$ cat config.mk
export PLATFORM = sky130hd
export DESIGN_NAME = la_sample_ctrl
export DESIGN_NICKNAME = d
export VERILOG_FILES = /design/src/logic/la_capture_pkg.sv /design/src/logic/la_sample_ctrl.sv
export VERILOG_INCLUDE_DIRS = /design/src /design/src/logic
export SDC_FILE = /design/constraint.sdc
export NUM_CORES = 1
export LEC_CHECK = 0
export CORE_ASPECT_RATIO = 1.25
export CORE_UTILIZATION = 60
export CTS_CLUSTER_SIZE = 25
export DETAILED_ROUTE_END_ITERATION = 12
export DONT_BUFFER_PORTS = 1
export HOLD_SLACK_MARGIN = 0.08
export PLACE_DENSITY = 0.74
export SLEW_MARGIN = 20
export SYNTH_ARGS = -nofsm -noshare
export SYNTH_HDL_FRONTEND = slang
export SYNTH_SLANG_ARGS = --single-unit
$ cat constraint.sdc
create_clock -name i_sys_clk -period 2.11 [get_ports i_sys_clk]
set_input_delay 0.1055 -clock i_sys_clk [delete_from_list [all_inputs] [get_ports i_sys_clk]]
set_output_delay 0.1055 -clock i_sys_clk [all_outputs]
set_load 0.02 [all_outputs]
$ cat src/logic/la_defines.svh
`ifndef LA_DEFINES_SVH
`define LA_DEFINES_SVH

// capture buffer
`define LA_DEPTH 1024        // entries, power of two so addresses wrap on their own

// display geometry
`define LA_LANE_H 8          // rows per channel lane
`define LA_GRID_STEP 16      // grid pitch in pixels

// overlay colours, packed r g b
`define LA_GRID_COLOR 24'h404040  // dark grey
`define LA_WAVE_COLOR 24'hff0000  // red trace

`endif

$ cat src/logic/la_capture_pkg.sv
`default_nettype none

`include "la_defines.svh"

package la_capture_pkg;

  typedef logic [7:0] sample_t;                        // one bit per probe channel
  typedef logic [$clog2(`LA_DEPTH)-1:0] addr_t;        // buffer address, wraps at depth
  typedef logic [2:0] chan_t;                          // probe channel index
  typedef logic [3:0] rate_t;                          // divide by 2**rate

  // trigger kinds, unknown codes fall back to TRIG_NOW
  typedef enum logic [2:0] {
    TRIG_NOW  = 3'd0,
    TRIG_RISE = 3'd1,
    TRIG_FALL = 3'd2,
    TRIG_HIGH = 3'd3,
    TRIG_LOW  = 3'd4
  } trig_mode_t;

  typedef enum logic [2:0] {
    CAP_IDLE,    // waiting for arm
    CAP_PRE,     // filling pre-trigger window
    CAP_SEARCH,  // testing each sample
    CAP_POST,    // filling the rest of the buffer
    CAP_DONE     // record complete
  } cap_state_t;

endpackage

`default_nettype wire

$ cat src/logic/la_sample_ctrl.sv
`default_nettype none

`include "la_defines.svh"

module la_sample_ctrl (
  input  wire                          i_sys_clk,
  input  wire                          i_rst_n,
  input  wire                          i_clken,       // sample strobe
  input  wire                          i_trigger_en,  // arm, also restarts a capture
  input  wire la_capture_pkg::sample_t i_data_in,
  input  wire la_capture_pkg::chan_t   i_chn_sel,
  input  wire [2:0]                    i_mode_sel,
  input  wire la_capture_pkg::addr_t   i_pre_num,     // samples kept before trigger
  output logic                         o_wr_en,
  output la_capture_pkg::addr_t        o_wr_addr,
  output la_capture_pkg::sample_t      o_wr_data,
  output la_capture_pkg::addr_t        o_start_addr,  // oldest sample of the record
  output logic                         o_finished
);

  la_capture_pkg::cap_state_t state;
  la_capture_pkg::trig_mode_t mode;
  la_capture_pkg::addr_t      wr_ptr;     // next buffer slot
  la_capture_pkg::addr_t      post_cnt;   // samples still to write after trigger
  la_capture_pkg::addr_t      post_len;
  logic                       prev_bit;   // selected channel in last written sample
  logic                       prev_vld;   // no edge before the first sample
  logic                       cur_bit;
  logic                       trig_hit;

  assign cur_bit  = i_data_in[i_chn_sel];
  assign post_len = la_capture_pkg::addr_t'(`LA_DEPTH - 1) - i_pre_num;

  // mode decode, spare codes act as immediate
  always_comb begin
    case (i_mode_sel)
      3'd1:    mode = la_capture_pkg::TRIG_RISE;
      3'd2:    mode = la_capture_pkg::TRIG_FALL;
      3'd3:    mode = la_capture_pkg::TRIG_HIGH;
      3'd4:    mode = la_capture_pkg::TRIG_LOW;
      default: mode = la_capture_pkg::TRIG_NOW;
    endcase
  end

  always_comb begin
    case (mode)
      la_capture_pkg::TRIG_RISE: trig_hit = prev_vld && !prev_bit && cur_bit;
      la_capture_pkg::TRIG_FALL: trig_hit = prev_vld && prev_bit && !cur_bit;
      la_capture_pkg::TRIG_HIGH: trig_hit = cur_bit;
      la_capture_pkg::TRIG_LOW:  trig_hit = !cur_bit;
      default:                   trig_hit = 1'b1;
    endcase
  end

  // write port, address and data valid with the strobe
  always_ff @(posedge i_sys_clk) begin
    if (i_clken) begin
      o_wr_addr <= wr_ptr;
      o_wr_data <= i_data_in;
    end
  end

  always_ff @(posedge i_sys_clk) begin
    if (!i_rst_n) begin
      state        <= la_capture_pkg::CAP_IDLE;
      o_wr_en      <= 1'b0;
      o_finished   <= 1'b0;
      o_start_addr <= '0;
      wr_ptr       <= '0;
      post_cnt     <= '0;
      prev_bit     <= 1'b0;
      prev_vld     <= 1'b0;
    end else if (i_trigger_en) begin
      // arm from any state
      state      <= (i_pre_num == '0) ? la_capture_pkg::CAP_SEARCH : la_capture_pkg::CAP_PRE;
      o_wr_en    <= 1'b0;
      o_finished <= 1'b0;
      wr_ptr     <= '0;
      prev_vld   <= 1'b0;
    end else begin
      o_wr_en <= 1'b0;                    // single cycle write pulse
      case (state)
        la_capture_pkg::CAP_PRE: begin
          if (i_clken) begin
            o_wr_en  <= 1'b1;
            wr_ptr   <= wr_ptr + 1'b1;
            prev_bit <= cur_bit;
            prev_vld <= 1'b1;
            if (wr_ptr == i_pre_num - 1'b1) state <= la_capture_pkg::CAP_SEARCH;
          end
        end
        la_capture_pkg::CAP_SEARCH: begin
          if (i_clken) begin
            o_wr_en  <= 1'b1;
            wr_ptr   <= wr_ptr + 1'b1;
            prev_bit <= cur_bit;
            prev_vld <= 1'b1;
            if (trig_hit) begin
              o_start_addr <= wr_ptr - i_pre_num;   // wraps modulo depth
              post_cnt     <= post_len;
              // full pre-trigger window leaves nothing to follow
              state <= (post_len == '0) ? la_capture_pkg::CAP_DONE : la_capture_pkg::CAP_POST;
            end
          end
        end
        la_capture_pkg::CAP_POST: begin
          if (i_clken) begin
            o_wr_en  <= 1'b1;
            wr_ptr   <= wr_ptr + 1'b1;
            post_cnt <= post_cnt - 1'b1;
            if (post_cnt == la_capture_pkg::addr_t'(1)) state <= la_capture_pkg::CAP_DONE;
          end
        end
        la_capture_pkg::CAP_DONE: begin
          o_finished <= 1'b1;             // one cycle after the last write
        end
        default: begin
          state <= la_capture_pkg::CAP_IDLE;
        end
      endcase
    end
  end

endmodule

`default_nettype wire

==> metrics.md, run 1 <==
| Metric | Value |
|---|---|
| Final-report max-slew violation count | `0` |
| VDD IR-drop max | `293 uV` |
| Hold Crit Class | `in2reg` |
| Routed Antenna Nets | `0` |
| Largest net degree at the start of global routing | `19` |
| Multi-input combinational cell area | `0.00184 mm^2` |
| Total congestion overflow | `0` |
| Sequential-to-total area share from yosys stat | `39.4%` |
| Fin area | `0.00367 mm^2` |
| Post-DP Area | `0.00338 mm^2` |
| Fraction of layout cells with a size suffix above 1 | `10.5%` |
| CTS buffer count | `5` |
| Post-CTS Setup Inserts | `0` |
| PwrDens | `575 mW/mm^2` |
| Placed insts | `420` |
| I/O Buffers | `0` |
| Max Fclk | `0.502 GHz` |
| Clk_skew | `0.00955 ns` |
| Status | `complete, no violations` |
| Worst setup SP type | `register` |
| Gr usage total | `28.3%` |
| RSZ-0062 raised after global routing | `false` |
| Max incr delay on CP | `0.41 ns` |
| N_diodes | `0` |
| CP max FO | `4` |
| WL/cell | `17.5 um` |
| Routed WL | `7770 um` |
| Die area | `0.00573 mm^2` |
| I/O pin count | `58` |
| Starting Density | `63.2%` |
| Share of the synthesized area in the top cell type | `22.8%` |
| Tmin final | `1.99 ns` |
| Die Wd | `67.9 um` |
| Initial DRC count | `195` |
| Worst Setup End Kind | `register` |
| Clock-pin slew on the worst setup and hold paths | `0.10 ns` |
| Number of buffers and inverters on the critical path | `0` |
| Fill cell count | `414` |
| Synth async-reset ratio | `0%` |
| Max_cap viols | `0` |
| Tightest Pin Transition | `0.783 ns` |
| Final worst slack | `0.119 ns` |
| Ranking of synthesized cells by area | `dfxtp_1, edfxtp_1, nor2_1` |
| CTS tree | `built` |
| Via density | `6.26` |
| Cell variety after synth | `62` |
| Cell family with most CP delay | `simple AND/OR/NAND/NOR gates` |
| CP max-delay cell | `or3_1` |
| Final worst path period share | `94.4%` |
| Mean post-synth cell area | `9.09 um^2` |
| Post-synth top flop | `dfxtp_1` |
| #FFs+latches synth | `55` |
| Syn nets | `401` |
| Count leader, synth | `nor2_1` |
| Final setup TNS | `0 ns` |
| Worst-Skew Late Latency | `0.31 ns` |
| Worst hold margin | `0.0835 ns` |
| Synthesized area | `0.00326 mm^2` |
| Critical path type | `reg2reg` |
| Clock tree sinks | `55` |
| Yosys warnings | `0` |
| WP data required | `2.29 ns` |
| LEAKAGE | `1.43 nW` |
| Worst-case clock buffer depth | `2` |
| Chip Height | `84.4 um` |
| Worst EP arrival | `2.17 ns` |
| Max-slew headroom | `47.6%` |
| CP Cell Sequence | `or3_1, nor3_4, nand4_1, a32oi_1, or2_1, a21boi_1, o32ai_1` |
| Core area | `0.00515 mm^2` |
| Commonest cells post-synth | `nor2_1, dfxtp_1, a21oi_1` |
| Register area | `0.00128 mm^2` |
| Worst slack at placement | `-0.0301 ns` |
| First-pass detailed-route iteration total | `5` |
| Syn Inst Count | `358` |
| Via Count | `2779` |
| CTS HTree Levels | `2` |
| Leading area contributor after synthesis | `dfxtp_1` |
| First-pass GRT wire length | `12300 um` |
| Final setup vio count | `0` |
| Post-DP HPWL | `5530 um` |
| Post-route insts no fill | `444` |
| Core Rows | `29` |
| Initial antenna violation count | `0` |
| Routability congestion estimate | `0.911` |
| Nets | `424` |
| Root buf cell | `clkbuf_8` |
| Vias in the first global route | `2565` |
| Hold Vio Cnt, Final | `0` |
| Post-synth EDFFs | `18` |
| Area Growth Syn to Fin | `12.7%` |
| DRC | `0` |
==> sequential cells by signal (all words and copies together), names as in the netlist <==
| register | cells |
|---|---|
| wr_ptr | 10 |
| prev_bit | 1 |
| o_wr_en | 1 |
| o_wr_addr | 10 |
| prev_vld | 1 |
| post_cnt | 10 |
| o_start_addr | 10 |
| o_wr_data | 8 |
| state | 3 |
| o_finished | 1 |
==> worst paths after layout <==
check,from,to,slack (ns),depth (start not counted)
worst min-delay path,i_pre_num[5],post_cnt[5]$_SDFFE_PN0P_,0.08,3
worst min register to register,post_cnt[1]$_SDFFE_PN0P_,post_cnt[1]$_SDFFE_PN0P_,0.49,2
worst max-delay path,post_cnt[5]$_SDFFE_PN0P_,state[0]$_SDFFE_PN0P_,0.12,7
worst max register to register,post_cnt[5]$_SDFFE_PN0P_,state[0]$_SDFFE_PN0P_,0.12,7
==> through the flow <==
step / util [%] / total power [mW]
after floorplan: - / 1.36
after global placement: 65.6 / 1.39
after detailed placement: 65.6 / 1.39
after CTS: 70.8 / 2.11
after global routing: 71.2 / 2.19
final: 71.2 / 2.11
==> per-layer routing <==
layer | GRT usage, % | up-vias | part of all wire [%]
met5 | 0 | - | 0
met4 | 11.6 | 0 | 2.2
met3 | 5.71 | 16 | 6.8
met2 | 46.5 | 119 | 49
met1 | 35.2 | 1321 | 42
li1 | - | 1323 | -
==> cell families after synthesis <==
| logic type | count (synthesis) | share of synthesized area (%) |
|---|---|---|
| simple gates | 136 | 21.3 |
| flops | 55 | 39.4 |
| xor+xnor | 28 | 7.53 |
| fa+ha+maj | 15 | 6.00 |
| buf+inv | 35 | 4.88 |
| mux | 10 | 4.23 |
| compound gates | 79 | 16.7 |
==> layout make-up <==
class | count | area share [%]
Clock buffer | 6 | 1.98
Inverter | 19 | 1.94
Tap cell | 62 | 2.11
Sequential cell | 55 | 34.9
Timing Repair Buffer | 32 | 7.98
Clock inverter | 2 | 1.02
Multi-Input combinational cell | 268 | 50.0
==> timing repair <==
item	CTS	global route
endpoints found under the setup margin	0	5
hold buffers	16	0
resized for setup	0	8
endpoints found under the hold margin	41	0
==> worst reg2reg max path: cells and delay by family (launching register included) <==
| family | cells | cell delay, ns |
|---|---|---|
| AND/OR/NAND/NOR | 4 | 0.96 |
| AO/OA/AOI/OAI | 3 | 0.55 |
| flip-flops | 1 | 0.35 |
==> cell usage in the layout (no fill, tap or decap), drive strengths merged, types with 9 or more instances in the layout <==
cell type    instances
inv                 19
dlygate4sd3         16
buf                 16
o21ai               15
xnor2               16
nor3                11
xor2                12
dfxtp               37
nor2                50
a21oi               24
edfxtp              18
ha                  14
nand3                9
nand2               19
==> power by group <==
| group | switching, mW | internal (mW) |
|---|---|---|
| sequential | 0.0386 | 1.12 |
| clock | 0.346 | 0.355 |
| combinational | 0.132 | 0.118 |
| total | 0.516 | 1.59 |
Note: power is estimated with default switching activity, not from simulation.
==> inputs of run 2 (changes only) <==
--- a/config.mk
+++ b/config.mk
@@ -13,6 +13,7 @@
 export DONT_BUFFER_PORTS = 1
 export HOLD_SLACK_MARGIN = 0.08
 export PLACE_DENSITY = 0.74
+export SETUP_SLACK_MARGIN = 0.2
 export SLEW_MARGIN = 20
 export SYNTH_ARGS = -nofsm -noshare
 export SYNTH_HDL_FRONTEND = slang
==> run 2 against run 1 <==
Global-route usage is 0.11 points lower. Clock power increased by 0.7%. Total power increased by 1.1%. Clock skew barely moved. Sequential power hardly changed. Cell count rose by 0.23%. Sequential share of layout area fell by 0.57 points. Utilization is 1.5 points higher. Clock-buffer cell count unchanged. Worst setup slack better by 0.12 ns. Critical path type unchanged.
==> metrics.md, run 2 (synthesis results as in run 1) <==
| Metric | Value |
|---|---|
| Status | `complete, no violations (unchanged)` |
| Routed WL | `7710 um (was 7770 um)` |
| PwrDens | `569 mW/mm^2 (was 575 mW/mm^2)` |
| Met1 Track Usage GR | `35.1% (was 35.2%)` |
| Tightest Pin Transition | `0.797 ns (was 0.783 ns)` |
| Max Fclk | `0.535 GHz (was 0.502 GHz)` |
| Hold path startpoint | `i_pre_num[7] (was i_pre_num[5])` |
| Global route hottest layer | `met2 (unchanged)` |
| First-pass detailed-route iteration total | `4 (was 5)` |
| Routed Antenna Nets | `0 (unchanged)` |
| Clock-pin slew on the worst setup and hold paths | `0.10 ns (about the same)` |
| Max incr delay on CP | `0.40 ns (was 0.41 ns)` |
| RSZ-0062 raised after global routing | `true (was false)` |
| Die Wd | `67.9 um (unchanged)` |
| Hold Vio Cnt, Final | `0 (unchanged)` |
| CTS HTree Levels | `2 (unchanged)` |
| CP Cell Sequence | `or3_4, nor3_4, nand4_1, a32oi_1, or2_1, a21boi_4, o32ai_2 (was or3_1, nor3_4, nand4_1, a32oi_1, or2_1, a21boi_1, o32ai_1)` |
| I/O pin count | `58 (unchanged)` |
| Worst-case clock buffer depth | `2 (unchanged)` |
| Core area | `0.00515 mm^2 (unchanged)` |
| Gr usage total | `28.2% (was 28.3%)` |
| Worst slack at placement | `-0.0104 ns (was -0.0301 ns)` |
| Starting Density | `63.2% (unchanged)` |
| Worst EP arrival | `2.06 ns (was 2.17 ns)` |
| Vias in the first global route | `2693 (was 2565)` |
| Clk_skew | `0.00907 ns (was 0.00955 ns)` |
| Final worst path period share | `88.6% (was 94.4%)` |
| Worst setup SP type | `register (unchanged)` |
| Nets | `425 (was 424)` |
| Number of buffers and inverters on the critical path | `0 (unchanged)` |
| Largest net degree at the start of global routing | `19 (unchanged)` |
| Max-slew headroom | `46.7% (was 47.6%)` |
| Final setup vio count | `0 (unchanged)` |
| Initial antenna violation count | `0 (unchanged)` |
| Most common library cell in the layout ignoring fill and taps | `nor2_1 (unchanged)` |
| Die area | `0.00573 mm^2 (unchanged)` |
| Hold Crit Class | `in2reg (unchanged)` |
| Cell family with most CP delay | `simple AND/OR/NAND/NOR gates (unchanged)` |
| Final worst slack | `0.240 ns (was 0.119 ns)` |
| Total congestion overflow | `0 (unchanged)` |
| N_diodes | `0 (unchanged)` |
| DRC | `0 (unchanged)` |
| R2R Setup Slk | `0.24 ns (was 0.12 ns)` |
| Area Growth Syn to Fin | `15.1% (was 12.7%)` |
| Reg-to-reg startpoint | `post_cnt[5]$_SDFFE_PN0P_ (unchanged)` |
| Root buf cell | `clkbuf_8 (unchanged)` |
| Worst hold margin | `0.102 ns (was 0.0835 ns)` |
| Via density | `6.22 (was 6.26)` |
| Clock tree sinks | `55 (unchanged)` |
| Worst Setup End Kind | `register (unchanged)` |
| Chip Height | `84.4 um (unchanged)` |
| CP max-delay cell | `or3_4 (was or3_1)` |
| Post-DP HPWL | `5340 um (was 5530 um)` |
| CTS buffer count | `5 (unchanged)` |
| GR met3 Demand/Resource | `5.71% (unchanged)` |
| Via Count | `2770 (was 2779)` |
| Fraction of layout cells with a size suffix above 1 | `15.7% (was 10.5%)` |
| First-pass GRT wire length | `12300 um (about the same)` |
| Core Rows | `29 (unchanged)` |
| I/O Buffers | `0 (unchanged)` |
| Met2 usage | `46.4% (was 46.5%)` |
| CP max FO | `3 (was 4)` |
| WL/cell | `17.3 um (was 17.5 um)` |
| Final-report max-slew violation count | `0 (unchanged)` |
| LEAKAGE | `1.45 nW (was 1.43 nW)` |
| Most frequent cells in the layout | `nor2_1, dfxtp_1, a21oi_1, nand2_1 (was nor2_1, dfxtp_1, a21oi_1, inv_1, nand2_1)` |
| Final setup TNS | `0 ns (unchanged)` |
| Critical Path Start | `post_cnt[5]$_SDFFE_PN0P_ (unchanged)` |
| Tmin final | `1.87 ns (was 1.99 ns)` |
| WP data required | `2.30 ns (was 2.29 ns)` |
| Max_cap viols | `0 (unchanged)` |
| Routability congestion estimate | `0.869 (was 0.911)` |
| Worst-Skew Late Latency | `0.31 ns (about the same)` |
| CTS tree | `built (unchanged)` |
| VDD IR-drop max | `335 uV (was 293 uV)` |
| Critical path type | `reg2reg (unchanged)` |
| Initial DRC count | `181 (was 195)` |
-- run 2: cell types whose count changed in the layout (fill, tap and decap cells not counted), moves of 2 or more --
cell	previous run	this run
dfxtp_1	36	31
mux4_1	2	0
nor2b_4	0	2
dfxtp_2	1	6
mux4_2	0	2
o21ai_2	0	2
-- run 2: final timing paths --
kind                                    to  cells past startpoint
hold / removal    post_cnt[7]$_SDFFE_PN0P_                      3
setup reg to reg     state[0]$_SDFFE_PN0P_                      7
hold reg to reg   post_cnt[1]$_SDFFE_PN0P_                      2
setup / recovery     state[0]$_SDFFE_PN0P_                      7
-- run 2: cell type report --
type / instances / area [um^2]
multi-input combinational: 268 / 1910
fill: 404 / 1400
tap: 62 / 77.6
inverter: 19 / 71.3
clock inverter: 2 / 37.5
sequential: 55 / 1290
clock buffer: 6 / 72.6
timing repair buffer: 33 / 290
-- run 2: repair_timing --
action | in CTS | in global routing
resized for setup | 9 | 22
buffers inserted | 0 | 3
hold buffers | 17 | 0
setup endpoints to repair | 11 | 19
endpoints found under the hold margin | 41 | 0
pin swaps | 1 | 10
-- run 2: metrics by stage --
| step | total power, mW | util, % | instances | area (um^2) |
|---|---|---|---|---|
| after floorplan | 1.36 | - | 358 | 3250 |
| after global placement | 1.38 | 64.7 | 417 | 3340 |
| final | 2.13 | 72.8 | 445 | 3750 |
| after global routing | 2.23 | 72.8 | 445 | 3750 |
| after CTS | 2.13 | 70.5 | 442 | 3630 |
| after detailed placement | 1.39 | 64.7 | 417 | 3340 |
-- run 2: tightest hold or removal path: cells and delay by family --
kind	cells	cell delay [ns]
AO/OA/AOI/OAI	2	0.22
AND/OR/NAND/NOR	1	0.03
-- run 2: layer usage --
layer | vias up | part of all wire, %
li1 | 1329 | -
met1 | 1310 | 41
met2 | 113 | 48
met3 | 18 | 8.4
met4 | 0 | 2.6
met5 | - | 0
-- run 2: where the power goes --
| group | leakage, nW | switching (mW) | internal [mW] |
|---|---|---|---|
| clock | 0.0514 | 0.350 | 0.355 |
| combinational | 0.914 | 0.139 | 0.128 |
| sequential | 0.486 | 0.0390 | 1.12 |
| total | 1.45 | 0.528 | 1.60 |
==> inputs of run 3 (changes only) <==
--- a/config.mk
+++ b/config.mk
@@ -6,9 +6,9 @@
 export SDC_FILE = /design/constraint.sdc
 export NUM_CORES = 1
 export LEC_CHECK = 0
+export ABC_AREA = 1
 export CORE_ASPECT_RATIO = 1.25
 export CORE_UTILIZATION = 60
-export CTS_CLUSTER_SIZE = 25
 export DETAILED_ROUTE_END_ITERATION = 12
 export DONT_BUFFER_PORTS = 1
 export HOLD_SLACK_MARGIN = 0.08
==> run 3 against run 2 <==
Final area increased by 0.33%. First-iteration DRC count decreased by 38%. Total power increased by 11%. Clock power increased by 2%. Synthesized cell count increased by 20%. Combinational power increased by 65%. Critical path depth increased by 1. Wire length decreased by 0.88%. Via count increased by 6.8%.
==> metrics.md, run 3 <==
| Metric | Value |
|---|---|
| Status | `complete, no violations (unchanged)` |
| Max_cap viols | `0 (unchanged)` |
| Final setup vio count | `0 (unchanged)` |
| Nets | `501 (was 425)` |
| Register area | `0.00128 mm^2 (was 0.00129 mm^2)` |
| Clk_skew | `0.0102 ns (was 0.00907 ns)` |
| Clock-pin slew on the worst setup and hold paths | `0.10 ns (about the same)` |
| Worst Setup End Kind | `register (unchanged)` |
| Via Count | `2958 (was 2770)` |
| Area Growth Syn to Fin | `14.7% (was 15.1%)` |
| CP max FO | `7 (was 3)` |
| Post-synth EDFFs | `18 (unchanged)` |
| Worst-case clock buffer depth | `2 (unchanged)` |
| Post-DP HPWL | `5550 um (was 5340 um)` |
| Synth async-reset ratio | `0% (unchanged)` |
| CTS HTree Levels | `2 (unchanged)` |
| PwrDens | `627 mW/mm^2 (was 569 mW/mm^2)` |
| Synthesized area | `0.00328 mm^2 (was 0.00326 mm^2)` |
| Final Util | `73.0% (was 72.8%)` |
| Hold Vio Cnt, Final | `0 (unchanged)` |
| Hold Crit Class | `in2reg (unchanged)` |
| #FFs+latches synth | `55 (unchanged)` |
| Syn Inst Count | `431 (was 358)` |
| Post-synth top flop | `dfxtp_1 (unchanged)` |
| Share of the synthesized area in the top cell type | `22.6% (was 22.8%)` |
| Worst-Skew Late Latency | `0.32 ns (was 0.31 ns)` |
| Gr usage total | `28.2% (about the same)` |
| I/O Buffers | `0 (unchanged)` |
| Met1 Track Usage GR | `34.2% (was 35.1%)` |
| Count leader, synth | `nand2_1 (was nor2_1)` |
| Commonest cells post-synth | `nand2_1, a21oi_1, inv_1, nor2_1, dfxtp_1 (was nor2_1, dfxtp_1, a21oi_1)` |
| Worst EP arrival | `1.95 ns (was 2.06 ns)` |
| Die Wd | `68.1 um (was 67.9 um)` |
| Chip Height | `84.7 um (was 84.4 um)` |
| Worst setup SP type | `register (unchanged)` |
| Via density | `5.67 (was 6.22)` |
| First-pass GRT wire length | `12200 um (was 12300 um)` |
| Core area | `0.00515 mm^2 (unchanged)` |
| Tightest Pin Transition | `0.776 ns (was 0.797 ns)` |
| LEAKAGE | `1.58 nW (was 1.45 nW)` |
| DRC | `0 (unchanged)` |
| Final worst path period share | `83.2% (was 88.6%)` |
| First-pass detailed-route iteration total | `4 (unchanged)` |
| Routability congestion estimate | `0.924 (was 0.869)` |
| Clock tree sinks | `55 (unchanged)` |
| Global route hottest layer | `met2 (unchanged)` |
| WP data required | `2.31 ns (was 2.30 ns)` |
| Tmin final | `1.76 ns (was 1.87 ns)` |
| Final setup TNS | `0 ns (unchanged)` |
| Starting Density | `63.6% (was 63.2%)` |
| GR met3 Demand/Resource | `4.62% (was 5.71%)` |
| Max-slew headroom | `48.1% (was 46.7%)` |
| Largest net degree at the start of global routing | `24 (was 19)` |
| Met2 usage | `47.3% (was 46.4%)` |
| Mean post-synth cell area | `7.61 um^2 (was 9.09 um^2)` |
| Multi-input combinational cell area | `0.00182 mm^2 (was 0.00191 mm^2)` |
| Initial antenna violation count | `1 (was 0)` |
| Most common library cell in the layout ignoring fill and taps | `nand2_1 (was nor2_1)` |
| Fraction of layout cells with a size suffix above 1 | `14.2% (was 15.7%)` |
| CTS tree | `built (unchanged)` |
| Critical path type | `reg2reg (unchanged)` |
| Initial DRC count | `112 (was 181)` |
| Ranking of synthesized cells by area | `dfxtp_1, edfxtp_1, nand2_1 (was dfxtp_1, edfxtp_1, nor2_1)` |
| Root buf cell | `clkbuf_8 (unchanged)` |
| RSZ-0062 raised after global routing | `true (unchanged)` |
| Sequential-to-total area share from yosys stat | `39.1% (was 39.4%)` |
| Routed Antenna Nets | `0 (unchanged)` |
| Vias in the first global route | `2766 (was 2693)` |
| Yosys warnings | `0 (unchanged)` |
| Fill cell count | `415 (was 404)` |
| Final-report max-slew violation count | `0 (unchanged)` |
| Routed WL | `7640 um (was 7710 um)` |
| Max Fclk | `0.570 GHz (was 0.535 GHz)` |
| Worst hold margin | `0.0949 ns (was 0.102 ns)` |
| Cell variety after synth | `48 (was 62)` |
| VDD IR-drop max | `517 uV (was 335 uV)` |
| Die area | `0.00577 mm^2 (was 0.00573 mm^2)` |
| WL/cell | `14.6 um (was 17.3 um)` |
| Most frequent cells in the layout | `nand2_1, a21oi_1, nor2_1, inv_1, dfxtp_1 (was nor2_1, dfxtp_1, a21oi_1, nand2_1)` |
| Total congestion overflow | `0 (unchanged)` |
| Leading area contributor after synthesis | `dfxtp_1 (unchanged)` |
| CTS buffer count | `5 (unchanged)` |
| Syn nets | `474 (was 401)` |
| I/O pin count | `58 (unchanged)` |
| Core Rows | `29 (unchanged)` |
-- run 3: cells by family (layout without fill, tap and decap cells) --
logic type,count (synthesis),after routing,share of synthesized area (%)
other cells,0,1,0
fa+ha+maj,15,15,5.95
simple gates,185,185,27.1
compound gates,103,103,17.1
xor+xnor,12,12,3.20
flops,55,55,39.1
buf+inv,61,89,7.59
-- run 3: timing repair --
| action | 4_1_cts | 5_1_grt |
|---|---|---|
| resized for setup | 2 | 15 |
| buffers inserted | 1 | 1 |
| pin swaps | 1 | 6 |
| hold endpoints to repair | 54 | 0 |
| setup endpoints to repair | 2 | 14 |
| hold buffers | 20 | 0 |
-- run 3: power by group --
group          switching (mW)  leakage [nW]  internal (mW)  total [mW]
clock network           0.360        0.0548          0.358       0.717
registers              0.0594         0.483           1.14        1.20
logic                   0.264          1.04          0.176       0.440
total                   0.683          1.58           1.67        2.36
-- run 3: area by class of cell --
type                       count  area share (%)
multi-input combinational    315            48.3
sequential                    55            34.1
tap                           62            2.06
antenna                        1          0.0665
clock inverter                 3            1.23
timing repair buffer          27            6.85
clock buffer                   5            1.83
inverter                      54            5.49
-- run 3: routing by layer --
metal	vias to the layer above	part of all wire, %
li1	1508	-
met1	1346	41
met2	87	51
met3	17	4.9
met4	0	2.8
met5	-	0
-- run 3: per-stage QoR --
step                setup slack, ns  instance area (um^2)  instances  power (mW)
global route                  0.176                  3760        522        2.48
detailed placement           0.0862                  3350        491        1.58
finish                        0.354                  3760        522        2.36
floorplan                     0.285                  3280        431        1.51
CTS                           0.205                  3680        520        2.34
global placement              0.179                  3350        491        1.57
-- run 3: worst paths after layout --
kind | slack, ns | cells past startpoint | end | start
worst min-delay path | 0.09 | 4 | wr_ptr[8]$_SDFFE_PP0P_ | i_trigger_en
worst min register to register | 0.49 | 2 | prev_vld$_SDFFE_PP0P_ | prev_vld$_SDFFE_PP0P_
worst max-delay path | 0.35 | 8 | o_start_addr[7]$_SDFFE_PN0P_ | wr_ptr[3]$_SDFFE_PP0P_
worst max register to register | 0.35 | 8 | o_start_addr[7]$_SDFFE_PN0P_ | wr_ptr[3]$_SDFFE_PP0P_
-- run 3: critical path, cell delays in order (launching register included) --
cell	delay, ns
dfxtp_1	0.48
ha_1	0.33
nand2_1	0.09
o21ai_0	0.11
a21oi_1	0.21
nor2_1	0.06
nor2_1	0.11
xor2_1	0.16
a21oi_1	0.08
